--- config.mk ---
export PLATFORM = sky130hd
export DESIGN_NAME = ppu_top
export DESIGN_NICKNAME = d
export VERILOG_FILES = /design/src/ppu_pkg.sv /design/src/ppu_regs.sv /design/src/ppu_timing.sv /design/src/ppu_bg_fetch.sv /design/src/ppu_px_shift.sv /design/src/ppu_top.sv
export SDC_FILE = /design/constraint.sdc
export NUM_CORES = 1
export LEC_CHECK = 0
export BUFFER_PORTS_ARGS = -buffer_cell sky130_fd_sc_hd__buf_2
export CORE_UTILIZATION = 41
export CTS_BUF_LIST = sky130_fd_sc_hd__clkbuf_4 sky130_fd_sc_hd__clkbuf_8
export CTS_CLUSTER_SIZE = 16
export DETAILED_ROUTE_END_ITERATION = 7
export SYNTH_ARGS = -nofsm -noshare
export SYNTH_HDL_FRONTEND = slang
export SYNTH_SLANG_ARGS = --single-unit
--- constraint.sdc ---
create_clock -name clk -period 2.4 [get_ports clk]
set_input_delay 0.12 -clock clk [delete_from_list [all_inputs] [get_ports clk]]
set_output_delay 0.12 -clock clk [all_outputs]
set_load 0.005 [all_outputs]
--- src/ppu_pkg.sv ---
// background path only (no sprites or window); all VRAM addresses are full CPU addresses
package ppu_pkg;

    // lcd register block, FF46 is not mapped here
    localparam logic [15:0] addr_lcdc = 16'hff40;
    localparam logic [15:0] addr_stat = 16'hff41;
    localparam logic [15:0] addr_scy  = 16'hff42;
    localparam logic [15:0] addr_scx  = 16'hff43;
    localparam logic [15:0] addr_ly   = 16'hff44;
    localparam logic [15:0] addr_lyc  = 16'hff45;
    localparam logic [15:0] addr_bgp  = 16'hff47;

    localparam logic [15:0] map_base_lo        = 16'h9800;
    localparam logic [15:0] map_base_hi        = 16'h9c00;  // LCDC bit 3 set
    localparam logic [15:0] tile_base_unsigned = 16'h8000;  // LCDC bit 4 set
    localparam logic [15:0] tile_base_signed   = 16'h9000;

    // line timing in dots, one dot per clock
    localparam logic [8:0] dots_per_line = 9'd456;
    localparam logic [8:0] scan_dots     = 9'd80;
    localparam logic [7:0] visible_lines = 8'd144;
    localparam logic [7:0] last_line     = 8'd153;
    localparam logic [7:0] visible_width = 8'd160;

    typedef enum logic [1:0] {
        h_blank = 2'd0,
        v_blank = 2'd1,
        scan    = 2'd2,
        draw    = 2'd3
    } ppu_mode_t;

    typedef struct packed {
        logic [7:0] lcdc;
        logic [7:0] scx;
        logic [7:0] scy;
        logic [7:0] lyc;
        logic [7:0] bgp;   // held for the CPU, never applied to pixels
    } lcd_cfg_t;

    // one tile row as two bit-planes
    typedef struct packed {
        logic [7:0] lo;
        logic [7:0] hi;
    } tile_row_t;

    typedef union packed {
        logic [7:0]        u;   // 8000 addressing
        logic signed [7:0] s;   // 8800 addressing, relative to 9000
    } tile_num_u;

endpackage

--- src/ppu_regs.sv ---
// rdata is combinational and reads FF unless rd is high; LY and STAT bits 2:0 are read only
module ppu_regs
    import ppu_pkg::*;
#(
    parameter bit boot_defaults = 1'b0
) (
    input  logic        clk,
    input  logic        rst,
    input  logic [15:0] addr,
    input  logic        wr,
    input  logic        rd,
    input  logic [7:0]  wdata,
    input  logic [7:0]  ly,
    input  ppu_mode_t   mode,
    input  logic        coincidence,
    output logic [7:0]  rdata,
    output lcd_cfg_t    cfg,
    output logic        irq_stat
);

    lcd_cfg_t   cfg_q;
    logic [3:0] stat_en;      // STAT bits 6:3
    logic       stat_src;
    logic       stat_src_q;

    assign cfg = cfg_q;

    always_ff @(posedge clk) begin
        if (rst) begin
            cfg_q      <= '0;
            cfg_q.lcdc <= boot_defaults ? 8'h91 : 8'h00;
            stat_en    <= '0;
        end else if (wr) begin
            case (addr)
                addr_lcdc: cfg_q.lcdc <= wdata;
                addr_stat: stat_en    <= wdata[6:3];
                addr_scy:  cfg_q.scy  <= wdata;
                addr_scx:  cfg_q.scx  <= wdata;   // bits 2:0 kept but unused
                addr_lyc:  cfg_q.lyc  <= wdata;
                addr_bgp:  cfg_q.bgp  <= wdata;
                default: ;                        // LY writes fall here too
            endcase
        end
    end

    // OR of the enabled sources, silent while the LCD is off
    assign stat_src = cfg_q.lcdc[7]
                   && ((stat_en[3] && coincidence)
                    || (stat_en[0] && mode == h_blank)
                    || (stat_en[2] && mode == scan)
                    || (stat_en[1] && mode == v_blank));

    always_ff @(posedge clk) begin
        if (rst) begin
            stat_src_q <= 1'b0;
            irq_stat   <= 1'b0;
        end else begin
            stat_src_q <= stat_src;
            irq_stat   <= stat_src && !stat_src_q;  // rising edge only
        end
    end

    always_comb begin
        rdata = 8'hff;
        if (rd) begin
            case (addr)
                addr_lcdc: rdata = cfg_q.lcdc;
                addr_stat: rdata = {1'b1, stat_en, coincidence, mode};
                addr_scy:  rdata = cfg_q.scy;
                addr_scx:  rdata = cfg_q.scx;
                addr_ly:   rdata = ly;
                addr_lyc:  rdata = cfg_q.lyc;
                addr_bgp:  rdata = cfg_q.bgp;
                default:   rdata = 8'hff;
            endcase
        end
    end

endmodule

--- src/ppu_timing.sv ---
// dots and lines run only while LCDC bit 7 is set; the draw phase lasts until line_done arrives
module ppu_timing
    import ppu_pkg::*;
(
    input  logic       clk,
    input  logic       rst,
    input  lcd_cfg_t   cfg,
    input  logic       line_done,
    output ppu_mode_t  mode,
    output logic [7:0] ly,
    output logic       coincidence,
    output logic       line_start,
    output logic       irq_vblank
);

    logic [8:0] dot;
    logic       lcd_on;
    logic       visible;
    logic       line_end;
    logic       scan_end;
    logic       drawing;

    assign lcd_on      = cfg.lcdc[7];
    assign visible     = ly < visible_lines;
    assign line_end    = dot == dots_per_line - 9'd1;
    assign scan_end    = visible && dot == scan_dots - 9'd1;
    assign coincidence = ly == cfg.lyc;

    always_ff @(posedge clk) begin
        if (rst || !lcd_on) begin
            dot <= '0;
            ly  <= '0;
        end else if (line_end) begin
            dot <= '0;
            ly  <= (ly == last_line) ? 8'd0 : ly + 8'd1;
        end else begin
            dot <= dot + 9'd1;
        end
    end

    always_ff @(posedge clk) begin
        if (rst || !lcd_on) begin
            drawing    <= 1'b0;
            line_start <= 1'b0;
            irq_vblank <= 1'b0;
        end else begin
            line_start <= scan_end;                                   // high on first draw dot
            irq_vblank <= line_end && ly == visible_lines - 8'd1;    // 143 -> 144
            if (scan_end)
                drawing <= 1'b1;
            else if (line_done || line_end)
                drawing <= 1'b0;
        end
    end

    always_comb begin
        if (!lcd_on)
            mode = h_blank;
        else if (!visible)
            mode = v_blank;
        else if (dot < scan_dots)
            mode = scan;
        else if (drawing)
            mode = draw;
        else
            mode = h_blank;
    end

    a_ly_range: assert property (@(posedge clk) disable iff (rst) ly <= last_line);

endmodule

--- src/ppu_bg_fetch.sv ---
// whole-tile scroll only (SCX bits 2:0 ignored); VRAM must return data one cycle after the read
module ppu_bg_fetch
    import ppu_pkg::*;
(
    input  logic        clk,
    input  logic        rst,
    input  lcd_cfg_t    cfg,
    input  logic [7:0]  ly,
    input  logic        line_start,
    input  logic        row_take,
    input  logic [7:0]  vram_data,
    output logic        vram_rd,
    output logic [15:0] vram_addr,
    output tile_row_t   row,
    output logic        row_ready
);

    localparam logic [4:0] tiles_per_line = 5'(visible_width / 8);

    typedef enum logic [2:0] {
        f_idle,
        f_map,    // map entry read issued
        f_lo,     // tile number back, lo plane read issued
        f_hi,     // lo plane back, hi plane read issued
        f_done    // hi plane back
    } fetch_state_t;

    fetch_state_t state;
    logic [4:0]   col;        // tile column within the line
    logic [7:0]   bg_y;
    logic [4:0]   map_col;
    logic [15:0]  map_addr;
    logic [15:0]  lo_addr;
    logic [15:0]  hi_addr;
    tile_num_u    tile_num;

    assign bg_y     = ly + cfg.scy;          // wraps at 256
    assign map_col  = col + cfg.scx[7:3];    // wraps at 32
    assign map_addr = (cfg.lcdc[3] ? map_base_hi : map_base_lo)
                    + {6'd0, bg_y[7:3], map_col};

    assign tile_num.u = vram_data;

    always_comb begin
        if (cfg.lcdc[4])
            lo_addr = tile_base_unsigned + {4'd0, tile_num.u, 4'd0};
        else
            lo_addr = tile_base_signed + {{4{tile_num.s[7]}}, tile_num.s, 4'd0};
        lo_addr = lo_addr + {12'd0, bg_y[2:0], 1'b0};
    end

    always_ff @(posedge clk) begin
        if (rst || line_start || !cfg.lcdc[7]) begin
            state     <= f_idle;
            col       <= line_start ? 5'd0 : tiles_per_line;
            row_ready <= 1'b0;
        end else begin
            if (row_take)
                row_ready <= 1'b0;
            case (state)
                f_idle: if (col != tiles_per_line && !row_ready) state <= f_map;
                f_map: begin
                    col   <= col + 5'd1;
                    state <= f_lo;
                end
                f_lo:   state <= f_hi;
                f_hi:   state <= f_done;
                f_done: begin
                    row_ready <= 1'b1;   // held until the shifter takes it
                    state     <= f_idle;
                end
                default: state <= f_idle;
            endcase
        end
    end

    always_ff @(posedge clk) begin
        if (state == f_lo)
            hi_addr <= lo_addr + 16'd1;
        if (state == f_hi)
            row.lo <= cfg.lcdc[0] ? vram_data : 8'h00;   // bg off gives colour 0
        if (state == f_done)
            row.hi <= cfg.lcdc[0] ? vram_data : 8'h00;
    end

    assign vram_rd = state inside {f_map, f_lo, f_hi};

    always_comb begin
        case (state)
            f_lo:    vram_addr = lo_addr;
            f_hi:    vram_addr = hi_addr;
            default: vram_addr = map_addr;
        endcase
    end

endmodule

--- src/ppu_px_shift.sv ---
// emits raw two-bit indices, MSB first; stops after visible_width pixels until the next line_start
module ppu_px_shift
    import ppu_pkg::*;
(
    input  logic       clk,
    input  logic       rst,
    input  logic       line_start,
    input  tile_row_t  row,
    input  logic       row_ready,
    output logic       row_take,
    output logic [1:0] px,
    output logic       px_valid,
    output logic       line_done
);

    tile_row_t  planes;
    logic [3:0] left;     // pixels still in the planes
    logic [7:0] count;    // pixels sent on this line

    assign px_valid = left != 4'd0;
    assign px       = {planes.hi[7], planes.lo[7]};
    assign row_take = !px_valid && row_ready && count < visible_width;

    always_ff @(posedge clk) begin
        if (rst || line_start) begin
            left      <= '0;
            count     <= rst ? visible_width : 8'd0;   // idle until the first line
            line_done <= 1'b0;
        end else begin
            line_done <= px_valid && count == visible_width - 8'd1;
            if (row_take) begin
                left <= 4'd8;
            end else if (px_valid) begin
                left  <= left - 4'd1;
                count <= count + 8'd1;
            end
        end
    end

    always_ff @(posedge clk) begin
        if (row_take) begin
            planes <= row;
        end else if (px_valid) begin
            planes.lo <= {planes.lo[6:0], 1'b0};
            planes.hi <= {planes.hi[6:0], 1'b0};
        end
    end

    // a loaded row goes out as eight back-to-back pixels with no reload in between
    a_full_row: assert property (@(posedge clk) disable iff (rst || line_start)
        row_take |=> left == 4'd8 ##7 left == 4'd1);

endmodule

--- src/ppu_top.sv ---
// boot_defaults starts with LCDC 91; vram_data must hold the byte addressed at the previous edge
module ppu_top
    import ppu_pkg::*;
#(
    parameter bit boot_defaults = 1'b0
) (
    input  logic        clk,
    input  logic        rst,
    input  logic [15:0] addr,
    input  logic        wr,
    input  logic        rd,
    input  logic [7:0]  wdata,
    output logic [7:0]  rdata,
    output logic        vram_rd,
    output logic [15:0] vram_addr,
    input  logic [7:0]  vram_data,
    output logic [1:0]  px,
    output logic        px_valid,
    output logic        irq_vblank,
    output logic        irq_stat,
    output ppu_mode_t   mode
);

    lcd_cfg_t   cfg;
    tile_row_t  row;
    logic [7:0] ly;
    logic       coincidence;
    logic       line_start;
    logic       line_done;
    logic       row_ready;
    logic       row_take;

    ppu_regs #(.boot_defaults(boot_defaults)) ppu_regs_inst (
        .clk(clk), .rst(rst), .addr(addr), .wr(wr), .rd(rd), .wdata(wdata),
        .ly(ly), .mode(mode), .coincidence(coincidence),
        .rdata(rdata), .cfg(cfg), .irq_stat(irq_stat)
    );

    ppu_timing ppu_timing_inst (
        .clk(clk), .rst(rst), .cfg(cfg), .line_done(line_done),
        .mode(mode), .ly(ly), .coincidence(coincidence),
        .line_start(line_start), .irq_vblank(irq_vblank)
    );

    ppu_bg_fetch ppu_bg_fetch_inst (
        .clk(clk), .rst(rst), .cfg(cfg), .ly(ly), .line_start(line_start),
        .row_take(row_take), .vram_data(vram_data), .vram_rd(vram_rd),
        .vram_addr(vram_addr), .row(row), .row_ready(row_ready)
    );

    ppu_px_shift ppu_px_shift_inst (
        .clk(clk), .rst(rst), .line_start(line_start), .row(row), .row_ready(row_ready),
        .row_take(row_take), .px(px), .px_valid(px_valid), .line_done(line_done)
    );

    // the fetcher only touches VRAM inside the draw phase set by the timing block
    a_vram_in_draw: assert property (@(posedge clk) disable iff (rst || !cfg.lcdc[7])
        vram_rd |-> mode == draw);

endmodule

; ---- Word-level counts from Yosys, hierarchy flattened
; Cells that the tools add are included.
[word_totals]
in_bits = 36
mem_count = 0
rom_bits = 0
ramBits = 0
register_bits = 136
out_inout_bits = 32
word_cells = 131
latch_bits = 0
[classes]
bitwise_logic = 0
order_cmp = 3
reduce_logical = 41
eq_ne = 22
mux = 28
n_shift = 0
n_addsub = 12
n_mul = 0
n_div = 0
[ops]
columns = op, n
row1 = 16-bit == test (second input constant), 7
row2 = 8-bit 2-to-1 mux, 7
row3 = 8-bit one-hot mux with 7 select lines, 1
row4 = 16-bit 2-to-1 mux, 3
row5 = 16-bit one-hot mux with 2 select lines, 1
row6 = 8-bit == test (second input constant), 3
row7 = 16-bit by 1-bit adder with 16-bit output (second input constant), 1
row8 = 16-bit by 10-bit adder with 16-bit output, 1
row9 = 16-bit by 12-bit adder with 16-bit output (first input constant), 1
row10 = 16-bit adder (first input constant), 1
row11 = 16-bit by 4-bit adder with 16-bit output, 1
row12 = 8-bit by 1-bit adder with 8-bit output (second input constant), 2
row13 = 8-bit less-than comparator (second input constant), 2
row14 = 5-bit 2-to-1 mux, 3
row15 = 2-bit AND reduction, 7
row16 = 1-bit logical AND, 12
row17 = 3-bit one-hot mux with 4 select lines, 1
row18 = 11-bit 2-to-1 mux, 1
row19 = 2-bit nonzero test, 5
row20 = 9-bit by 1-bit adder with 9-bit output (second input constant), 1
row21 = 9-bit by 7-bit == test with 1-bit output (second input constant), 1
row22 = 9-bit == test (second input constant), 1
row23 = 9-bit by 7-bit less-than comparator with 1-bit output (second input constant), 1
row24 = 8-bit adder, 1
row25 = other kinds (23), 41

; ---- Logic depth before layout (Yosys ltp)
; Gate-level depths: netlist (run 1).
[depth]
word_depth = 11
depth_mapped = 8
ltp_nobuf = 8

; ---- Modules after synthesis
; Synthesis (run 1) repeated with hierarchy kept, for this count alone.
[unflattened]
hier_cells = 650
hier_area_um2 = 6993.0
[modules_own_cells]
columns = mod, instances, cells_per_inst, seq_area_each_um2, area_per_inst_um2
row1 = ppu_regs, 1, 234, 920.9, 2389.8
row2 = ppu_bg_fetch, 1, 190, 1071.0, 2143.3
row3 = ppu_px_shift, 1, 110, 820.8, 1423.9
row4 = ppu_timing, 1, 116, 400.4, 1036.0

; ---- Least setup slack after synthesis (run 1)
; No wires, ideal clock.
[synth_path]
path_type = input to register
startpoint = input addr[3]
endpoint = register ppu_regs_inst.cfg_q, in the netlist ppu_regs_inst.cfg[24]
setup_slack_ns = 0.291
path_stages = 6
arrival_time_ns = 1.982
setup_time_ns = 0.128
path_buffers = 1
required_ns = 2.272
path_cell_list = or4_4 -> or4_4 -> buf_6 -> nor3_4 -> mux2i_1 -> nor2_1
[synth_between]
elab_chain_len = 2
[synth_rtl]
columns = element, line
row1 = "start, declared", ppu_top.sv:9  ; input logic [15:0] addr,
row2 = 16-bit == test, ppu_regs.sv:34  ; case (addr)
row3 = 2-bit AND reduction (no line), -
row4 = "end, declared", ppu_regs.sv:21  ; lcd_cfg_t cfg_q;
; Every way passes these cells.
; A chain may end at the register's enable or synchronous reset.

; ---- Worst setup path in the final report (run 1)
[layout_path]
startpoint = register ppu_regs_inst.cfg_q, in the netlist ppu_regs_inst.cfg[16]
endpoint = output vram_addr[8]
[layout_between]
elab_chain_len = 3
word_cells_on_any_way = 4
cone_classes = add/sub: 3 / mux: 1
[layout_rtl]
columns = element, line
row1 = 8-bit adder *, ppu_bg_fetch.sv:37  ; assign bg_y = ly + cfg.scy;
row2 = 16-bit by 10-bit adder with 16-bit output / 16-bit by 4-bit adder with 16-bit output (equally long branches), "ppu_bg_fetch.sv:40, ppu_bg_fetch.sv:49"
row3 = 16-bit one-hot mux with 2 select lines *, ppu_bg_fetch.sv:89  ; case (state)
row4 = "end, declared", ppu_top.sv:15  ; output logic [15:0] vram_addr,
; Mark *: on every way between the ends. The rest lies on a longest branch, timed or not.

==> run_results.csv, run 1 <==
group,metric,value,unit
timing,tns,-0.1217,ns
cts,cts-root-buf,"clkbuf_8",
cts,cts_buffers,17,
run,drv_cap,0,
die,rows,46,
worst_setup_path,cp.required,2.28,ns
timing,tightest_slew,0.8230,ns
timing,setup_violations,1,
drt,wl_met1,7277,µm
drt,detail-route-antenna-nets,0,
layout,n_antenna_cell,0,
timing,drv_slew,0,
grt,grt_pass1_wl,25630,µm
drt,highest_layer,"met4",
drt,drc_errors,0,
drt,drtPass1Iterations,5,
synthesis,ys.flop_type,"dfxtp_1",
timing,rsz0062_at_grt,"true",
timing,relSlewSlack,0.4506,
pwr,ir_drop,0.0004491,V
die,core_area,0.01589,mm²
die,die_area,0.01675,mm²
timing,hold_slack,0.1249,ns
cts,cts_tree,"built",
timing,post-route-period-util,1.051,
synthesis,synth_top_cell_by_area,"edfxtp_1",
synthesis,synthCells,672,
drt,wl,16080,µm
drt,wl_met2,7552,µm
drt,viasPerCell,5.338,
synthesis,ys_top_cells_by_area,"edfxtp_1 (26%), dfxtp_1 (23%), mux2i_1 (4.7%)",
worst_setup_path,critPathKind,"reg -> out",
worst_setup_path,end_kind,"output pin",
layout,fin_util,0.4990,
cts,htreeDepth,4,
cts,cts_max_path_buffers,2,
outcome,violations,"setup timing",
drt,wl_per_cell,16.26,µm
drt,num_vias,5279,
worst_setup_path,crit_fanout,2,
drt,drtIter0Drc,318,
pwr,power.density,669.4,mW/mm²
synthesis,yosysSeqAreaShare,0.4825,
worst_setup_path,crit_arrival,2.40,ns
timing,max_freq,396.6,MHz
layout,areaGrowthSynthToFinish,19.03,%
worst_hold_path,worstHoldPathType,"in -> reg",
layout,fillers,1509,
drt,route.met3.wl,822,µm
layout,nets,817,
synthesis,ys_warn_count,0,
timing,worst_slack,-0.1217,ns
synthesis,synthDistinctLibCells,58,
synthesis,synth_edf_count,57,
synthesis,synth_area,0.006659,mm²
grt,grt.overflow.total,0,
grt,grt_antenna_before_repair,0,
timing,fin_crit,2.522,ns
worst_setup_path,start_kind,"flip-flop",
cts,cts.sinks,132,
synthesis,avgSynthCellArea,9.909,µm²
die,start_util,0.4192,
grt,grt_pass1_vias,5016,
synthesis,ys_ff_latch,132,
die,die_h,129.4,µm
die,die-width,129.4,µm
timing,hold_viol,0,
placement,dp_hpwl,11690,µm
layout,final_common_cell,"nor2_1",
die,ios,68,
synthesis,synthDominantCellAreaShare,0.2570,
timing,skew,0.01404,ns
cts,clk_latency,0.45,ns
placement,portBuffers,64,
grt,grt_max_degree,50,
synthesis,synthArstFlopShare,0,
placement,routabilityCongestion,0.8880,
cts,clk_transition_reported_paths,0.08,ns
grt,track_usage,0.2013,
layout,final_cell_mix,"nor2_1 (81), dfxtp_1 (66), buf_2 (64)",
worst_setup_path,reg2reg_slack,0.38,ns
outcome,status,"finished with violations",
layout,drive_gt1_frac,0.2199,
placement,pre_cts_slack,0.1358,ns
pwr,p_leak,0.002951,µW
==> report_power, final <==
group / leakage (µW) / switching, µW / total, µW / internal (µW)
logic: 0.00155 / 374 / 655 / 282
clock network: 0.000203 / 1010 / 1870 / 867
registers: 0.00119 / 107 / 2780 / 2670
==> synth_stat cells, types with 4 or more instances <==
library cell   n
a211oi_1       8
a21o_1         4
a21oi_1       38
a221oi_1       4
a22oi_1        5
and2_1        13
and3_1        12
buf_4          5
clkbuf_1      32
dfxtp_1       75
edfxtp_1      57
ha_1          19
inv_1         18
mux2_2        16
mux2i_1       31
nand2_1       56
nand2b_1      11
nand3_1       31
nand3b_1       4
nand4_1       14
nor2_1        81
nor2b_1       11
nor3_1         8
nor4_1         6
o21ai_0       18
or3_1          4
xnor2_1       24
xor2_1        15
==> sequential cells by signal, summed over array words and instances, names as in the netlist, 2 cells and up <==
signal and count:
ppu_regs_inst.cfg 40, ppu_px_shift_inst.planes 14, ppu_timing_inst.ly 8, ppu_px_shift_inst.px 2
ppu_px_shift_inst.count 8, ppu_regs_inst.stat_en 4, ppu_bg_fetch_inst.state 3, ppu_bg_fetch_inst.hi_addr 12
ppu_px_shift_inst.left 4, ppu_bg_fetch_inst.row 16, ppu_bg_fetch_inst.col 5, ppu_timing_inst.dot 9
==> cell families (layout without fill, tap and decap cells) <==
kind of cell    count (synthesis)  after routing  synth area share
fa+ha+maj                      21             21           0.04171
simple gates                  263            263            0.1984
xor+xnor                       39             39           0.05130
buf+inv                        58            158           0.03702
compound gates                107            107            0.1041
mux                            50             50           0.08380
other cells                     2              3          0.001128
flops                         132            132            0.4825
==> final timing paths <==
check,startpoint,end,depth (start not counted)
hold / removal,wr,ppu_regs_inst.cfg[33],3
hold reg to reg,ppu_regs_inst.stat_src_q,ppu_regs_inst.irq_stat,1
setup / recovery,ppu_regs_inst.cfg[16],vram_addr[8],9
setup reg to reg,ppu_timing_inst.dot[0],ppu_timing_inst.ly[1],5
==> final cells by class <==
type	count	area (µm²)	area share
timing repair buffer	108	705.7	0.08903
tap	216	270.3	0.03410
inverter	18	67.56	0.008524
clock inverter	15	160.2	0.02021
clock buffer	17	234.0	0.02952
sequential	132	3229	0.4074
multi-input combinational	483	3259	0.4112
==> layer usage <==
| layer | vias up | global-route usage |
|---|---|---|
| met5 | - | 0 |
| met4 | 0 | 0.08003 |
| met3 | 30 | 0.05285 |
| met2 | 154 | 0.3213 |
| met1 | 2517 | 0.2604 |
| li1 | 2578 | - |
==> metrics by stage <==
step           cell area [µm²]  power [µW]  std cells
2_1_floorplan             6663        3291        673
3_3_place_gp              7242        3439        933
3_5_place_dp              7242        3480        933
4_1_cts                   7871        5380        986
5_1_grt                   7926        5559        989
6_report                  7926        5306        989
==> timing repair <==
item | 4_1_cts | 5_1_grt
pin swaps | 2 | 4
endpoints found under the setup margin | 7 | 8
endpoints found under the hold margin | 36 | 0
buffers inserted | 4 | 3
resized for setup | 11 | 12
hold buffers | 17 | 0
==> critical path, stage by stage (launching register included) <==
cell and delay, ns:
dfxtp_4 0.37, ha_4 0.16, inv_2 0.05, fa_2 0.23, nor2b_2 0.05, o31a_1 0.25, o21a_1 0.18, or3_1 0.30
a31o_2 0.24, buf_2 0.12
(Power assumes the default switching activity.)
==> run 2: changes to the inputs <==
--- a/config.mk
+++ b/config.mk
@@ -6,10 +6,12 @@
 export NUM_CORES = 1
 export LEC_CHECK = 0
 export BUFFER_PORTS_ARGS = -buffer_cell sky130_fd_sc_hd__buf_2
-export CORE_UTILIZATION = 41
+export CORE_UTILIZATION = 25
 export CTS_BUF_LIST = sky130_fd_sc_hd__clkbuf_4 sky130_fd_sc_hd__clkbuf_8
 export CTS_CLUSTER_SIZE = 16
 export DETAILED_ROUTE_END_ITERATION = 7
+export RECOVER_POWER = 50
+export SLEW_MARGIN = 25
 export SYNTH_ARGS = -nofsm -noshare
 export SYNTH_HDL_FRONTEND = slang
 export SYNTH_SLANG_ARGS = --single-unit
==> run 2 against run 1 <==
The run still ends with setup timing left. Final cell count grew 12%. Final area grew 1.8%. Combinational power grew 4.0%. Power shrank 0.53%. Largest cell class unchanged. Highest routed layer unchanged.
==> run_results.csv, run 2 (same netlist as run 1, synthesis figures left out) <==
group,metric,value,unit
outcome,status,"finished with violations",
outcome,violations,"setup timing",
drt,detail-route-antenna-nets,0,
timing,drv_slew,0,
drt,viasPerCell,4.691,
worst_setup_path,crit_arrival,2.39,ns
layout,finalNonFillerCells,1109,
worst_hold_path,whs_path_depth,3,
layout,n_antenna_cell,0,
grt,grt.overflow.total,0,
cts,cts-root-buf,"clkbuf_8",
die,die_area,0.02729,mm²
cts,cts.sinks,132,
drt,num_vias,5202,
die,start_util,0.2555,
placement,dp.cells,1057,
layout,nets,818,
die,ios,68,
timing,tightest_slew,0.6859,ns
worst_setup_path,reg2reg_depth,5,
drt,drtPass1Iterations,5,
worst_hold_path,worstHoldPathType,"in -> reg",
worst_setup_path,start_kind,"flip-flop",
layout,largest_reg_flops,40,
placement,placed_area,0.007428,mm²
pwr,ir_drop,0.0004032,V
worst_setup_path,cp.required,2.28,ns
cts,cts_max_path_buffers,2,
placement,routabilityCongestion,0.8326,
cts,clk_transition_reported_paths,0.08,ns
cts,cts_tree,"built",
timing,relSlewSlack,0.5421,
layout,drive_gt1_frac,0.2196,
die,die_h,165.2,µm
timing,fin_crit,2.510,ns
die,rows,59,
die,die-width,165.2,µm
pwr,p_leak,0.002922,µW
timing,rsz0062_at_grt,"true",
layout,areaGrowthSynthToFinish,21.18,%
timing,tns,-0.1102,ns
timing,post-route-period-util,1.046,
layout,final_cell_mix,"nor2_1 (80), dfxtp_1 (67), edfxtp_1 (57)",
run,drv_cap,0,
drt,drc_errors,0,
drt,wl_per_cell,15.09,µm
worst_setup_path,end_kind,"output pin",
grt,grt_max_degree,50,
worst_setup_path,crit_fanout,3,
timing,hold_slack,0.02331,ns
timing,hold_viol,0,
timing,setup_violations,1,
drt,wl,16730,µm
grt,grt_antenna_before_repair,0,
timing,max_freq,398.4,MHz
cts,htreeDepth,4,
worst_setup_path,critPathKind,"reg -> out",
placement,portBuffers,64,
timing,worst_slack,-0.1102,ns
drt,drtIter0Drc,388,
timing,skew,0.01671,ns
placement,dp_hpwl,12280,µm
die,core_area,0.02606,mm²
layout,postLayoutCellArea,0.008069,mm²
cts,cts_buffers,17,
grt,track_usage,0.1268,
grt,grt_pass1_wl,26280,µm
grt,grt_pass1_vias,4904,
layout,final_common_cell,"nor2_1",
pwr,power.density,654.1,mW/mm²
cts,clk_latency,0.46,ns
run 2: cell count changes in the layout (fill, tap and decap cells not counted), moves of 2 or more:
cell           before  now
clkinv_4            4    2
dlygate4sd3_1      17   13
dfxtp_2             7    5
buf_4              26   31
buf_2              64   55
clkinvlp_4          0    3
inv_8               5    2
o21ai_1             0    3
clkbuf_1            0    8
o21ai_0            17   15
a21oi_2             1    3
a21oi_1            37   35
run 2: what timing repair did:
action,4_1_cts,5_1_grt
endpoints found under the hold margin,26,1
endpoints found under the setup margin,7,9
hold buffers,12,1
pin swaps,2,8
gates cloned,0,0
setup buffers,4,3
gates resized for setup,10,20
run 2: routing by layer:
| metal | track usage | up-vias | share of wire |
|---|---|---|---|
| li1 | - | 2581 | - |
| met2 | 0.1925 | 152 | 0.44 |
| met4 | 0.04837 | 0 | 0.019 |
| met1 | 0.1769 | 2447 | 0.48 |
| met3 | 0.02373 | 22 | 0.059 |
| met5 | 0 | - | 0 |
run 2: critical path: stages, from the launching register on:
cell	delay [ns]
dfxtp_4	0.36
ha_4	0.16
inv_2	0.05
fa_2	0.21
nor2b_2	0.05
o31a_1	0.25
o21a_1	0.18
or3_1	0.30
a31o_2	0.26
buf_6	0.11
run 2: report_power, final:
part / switching [µW] / internal (µW) / total (µW)
combinational: 387 / 294 / 681
clock: 983 / 843 / 1830
sequential: 105 / 2670 / 2770
total: 1470 / 3800 / 5280
run 2: final timing paths:
kind,startpoint,to,slack (ns)
setup reg to reg,ppu_timing_inst.dot[0],ppu_timing_inst.ly[1],0.40
hold / removal,wdata[5],ppu_regs_inst.cfg[37],0.02
setup / recovery,ppu_regs_inst.cfg[16],vram_addr[8],-0.11
hold reg to reg,ppu_regs_inst.stat_src_q,ppu_regs_inst.irq_stat,0.38
run 2: final cells by class:
class                   count  area, µm²
repair buffers            109      699.4
clock buffers              17      234.0
inverters                  18      67.56
flip-flops and latches    132       3231
multi-input cells         483       3273
clock inverters            15      145.1
well taps                 335      419.2
fillers                  2705      17990
run 2: per-stage QoR:
| step | power (µW) | util | setup WS (ns) |
|---|---|---|---|
| 3_3_place_gp | 3483 | 0.2851 | 0.2170 |
| 5_1_grt | 5524 | 0.3096 | -0.2148 |
| 2_1_floorplan | 3291 | - | 0.2907 |
| 3_5_place_dp | 3504 | 0.2851 | 0.1503 |
| 4_1_cts | 5335 | 0.3067 | -0.1492 |
| 6_report | 5278 | 0.3096 | -0.1102 |
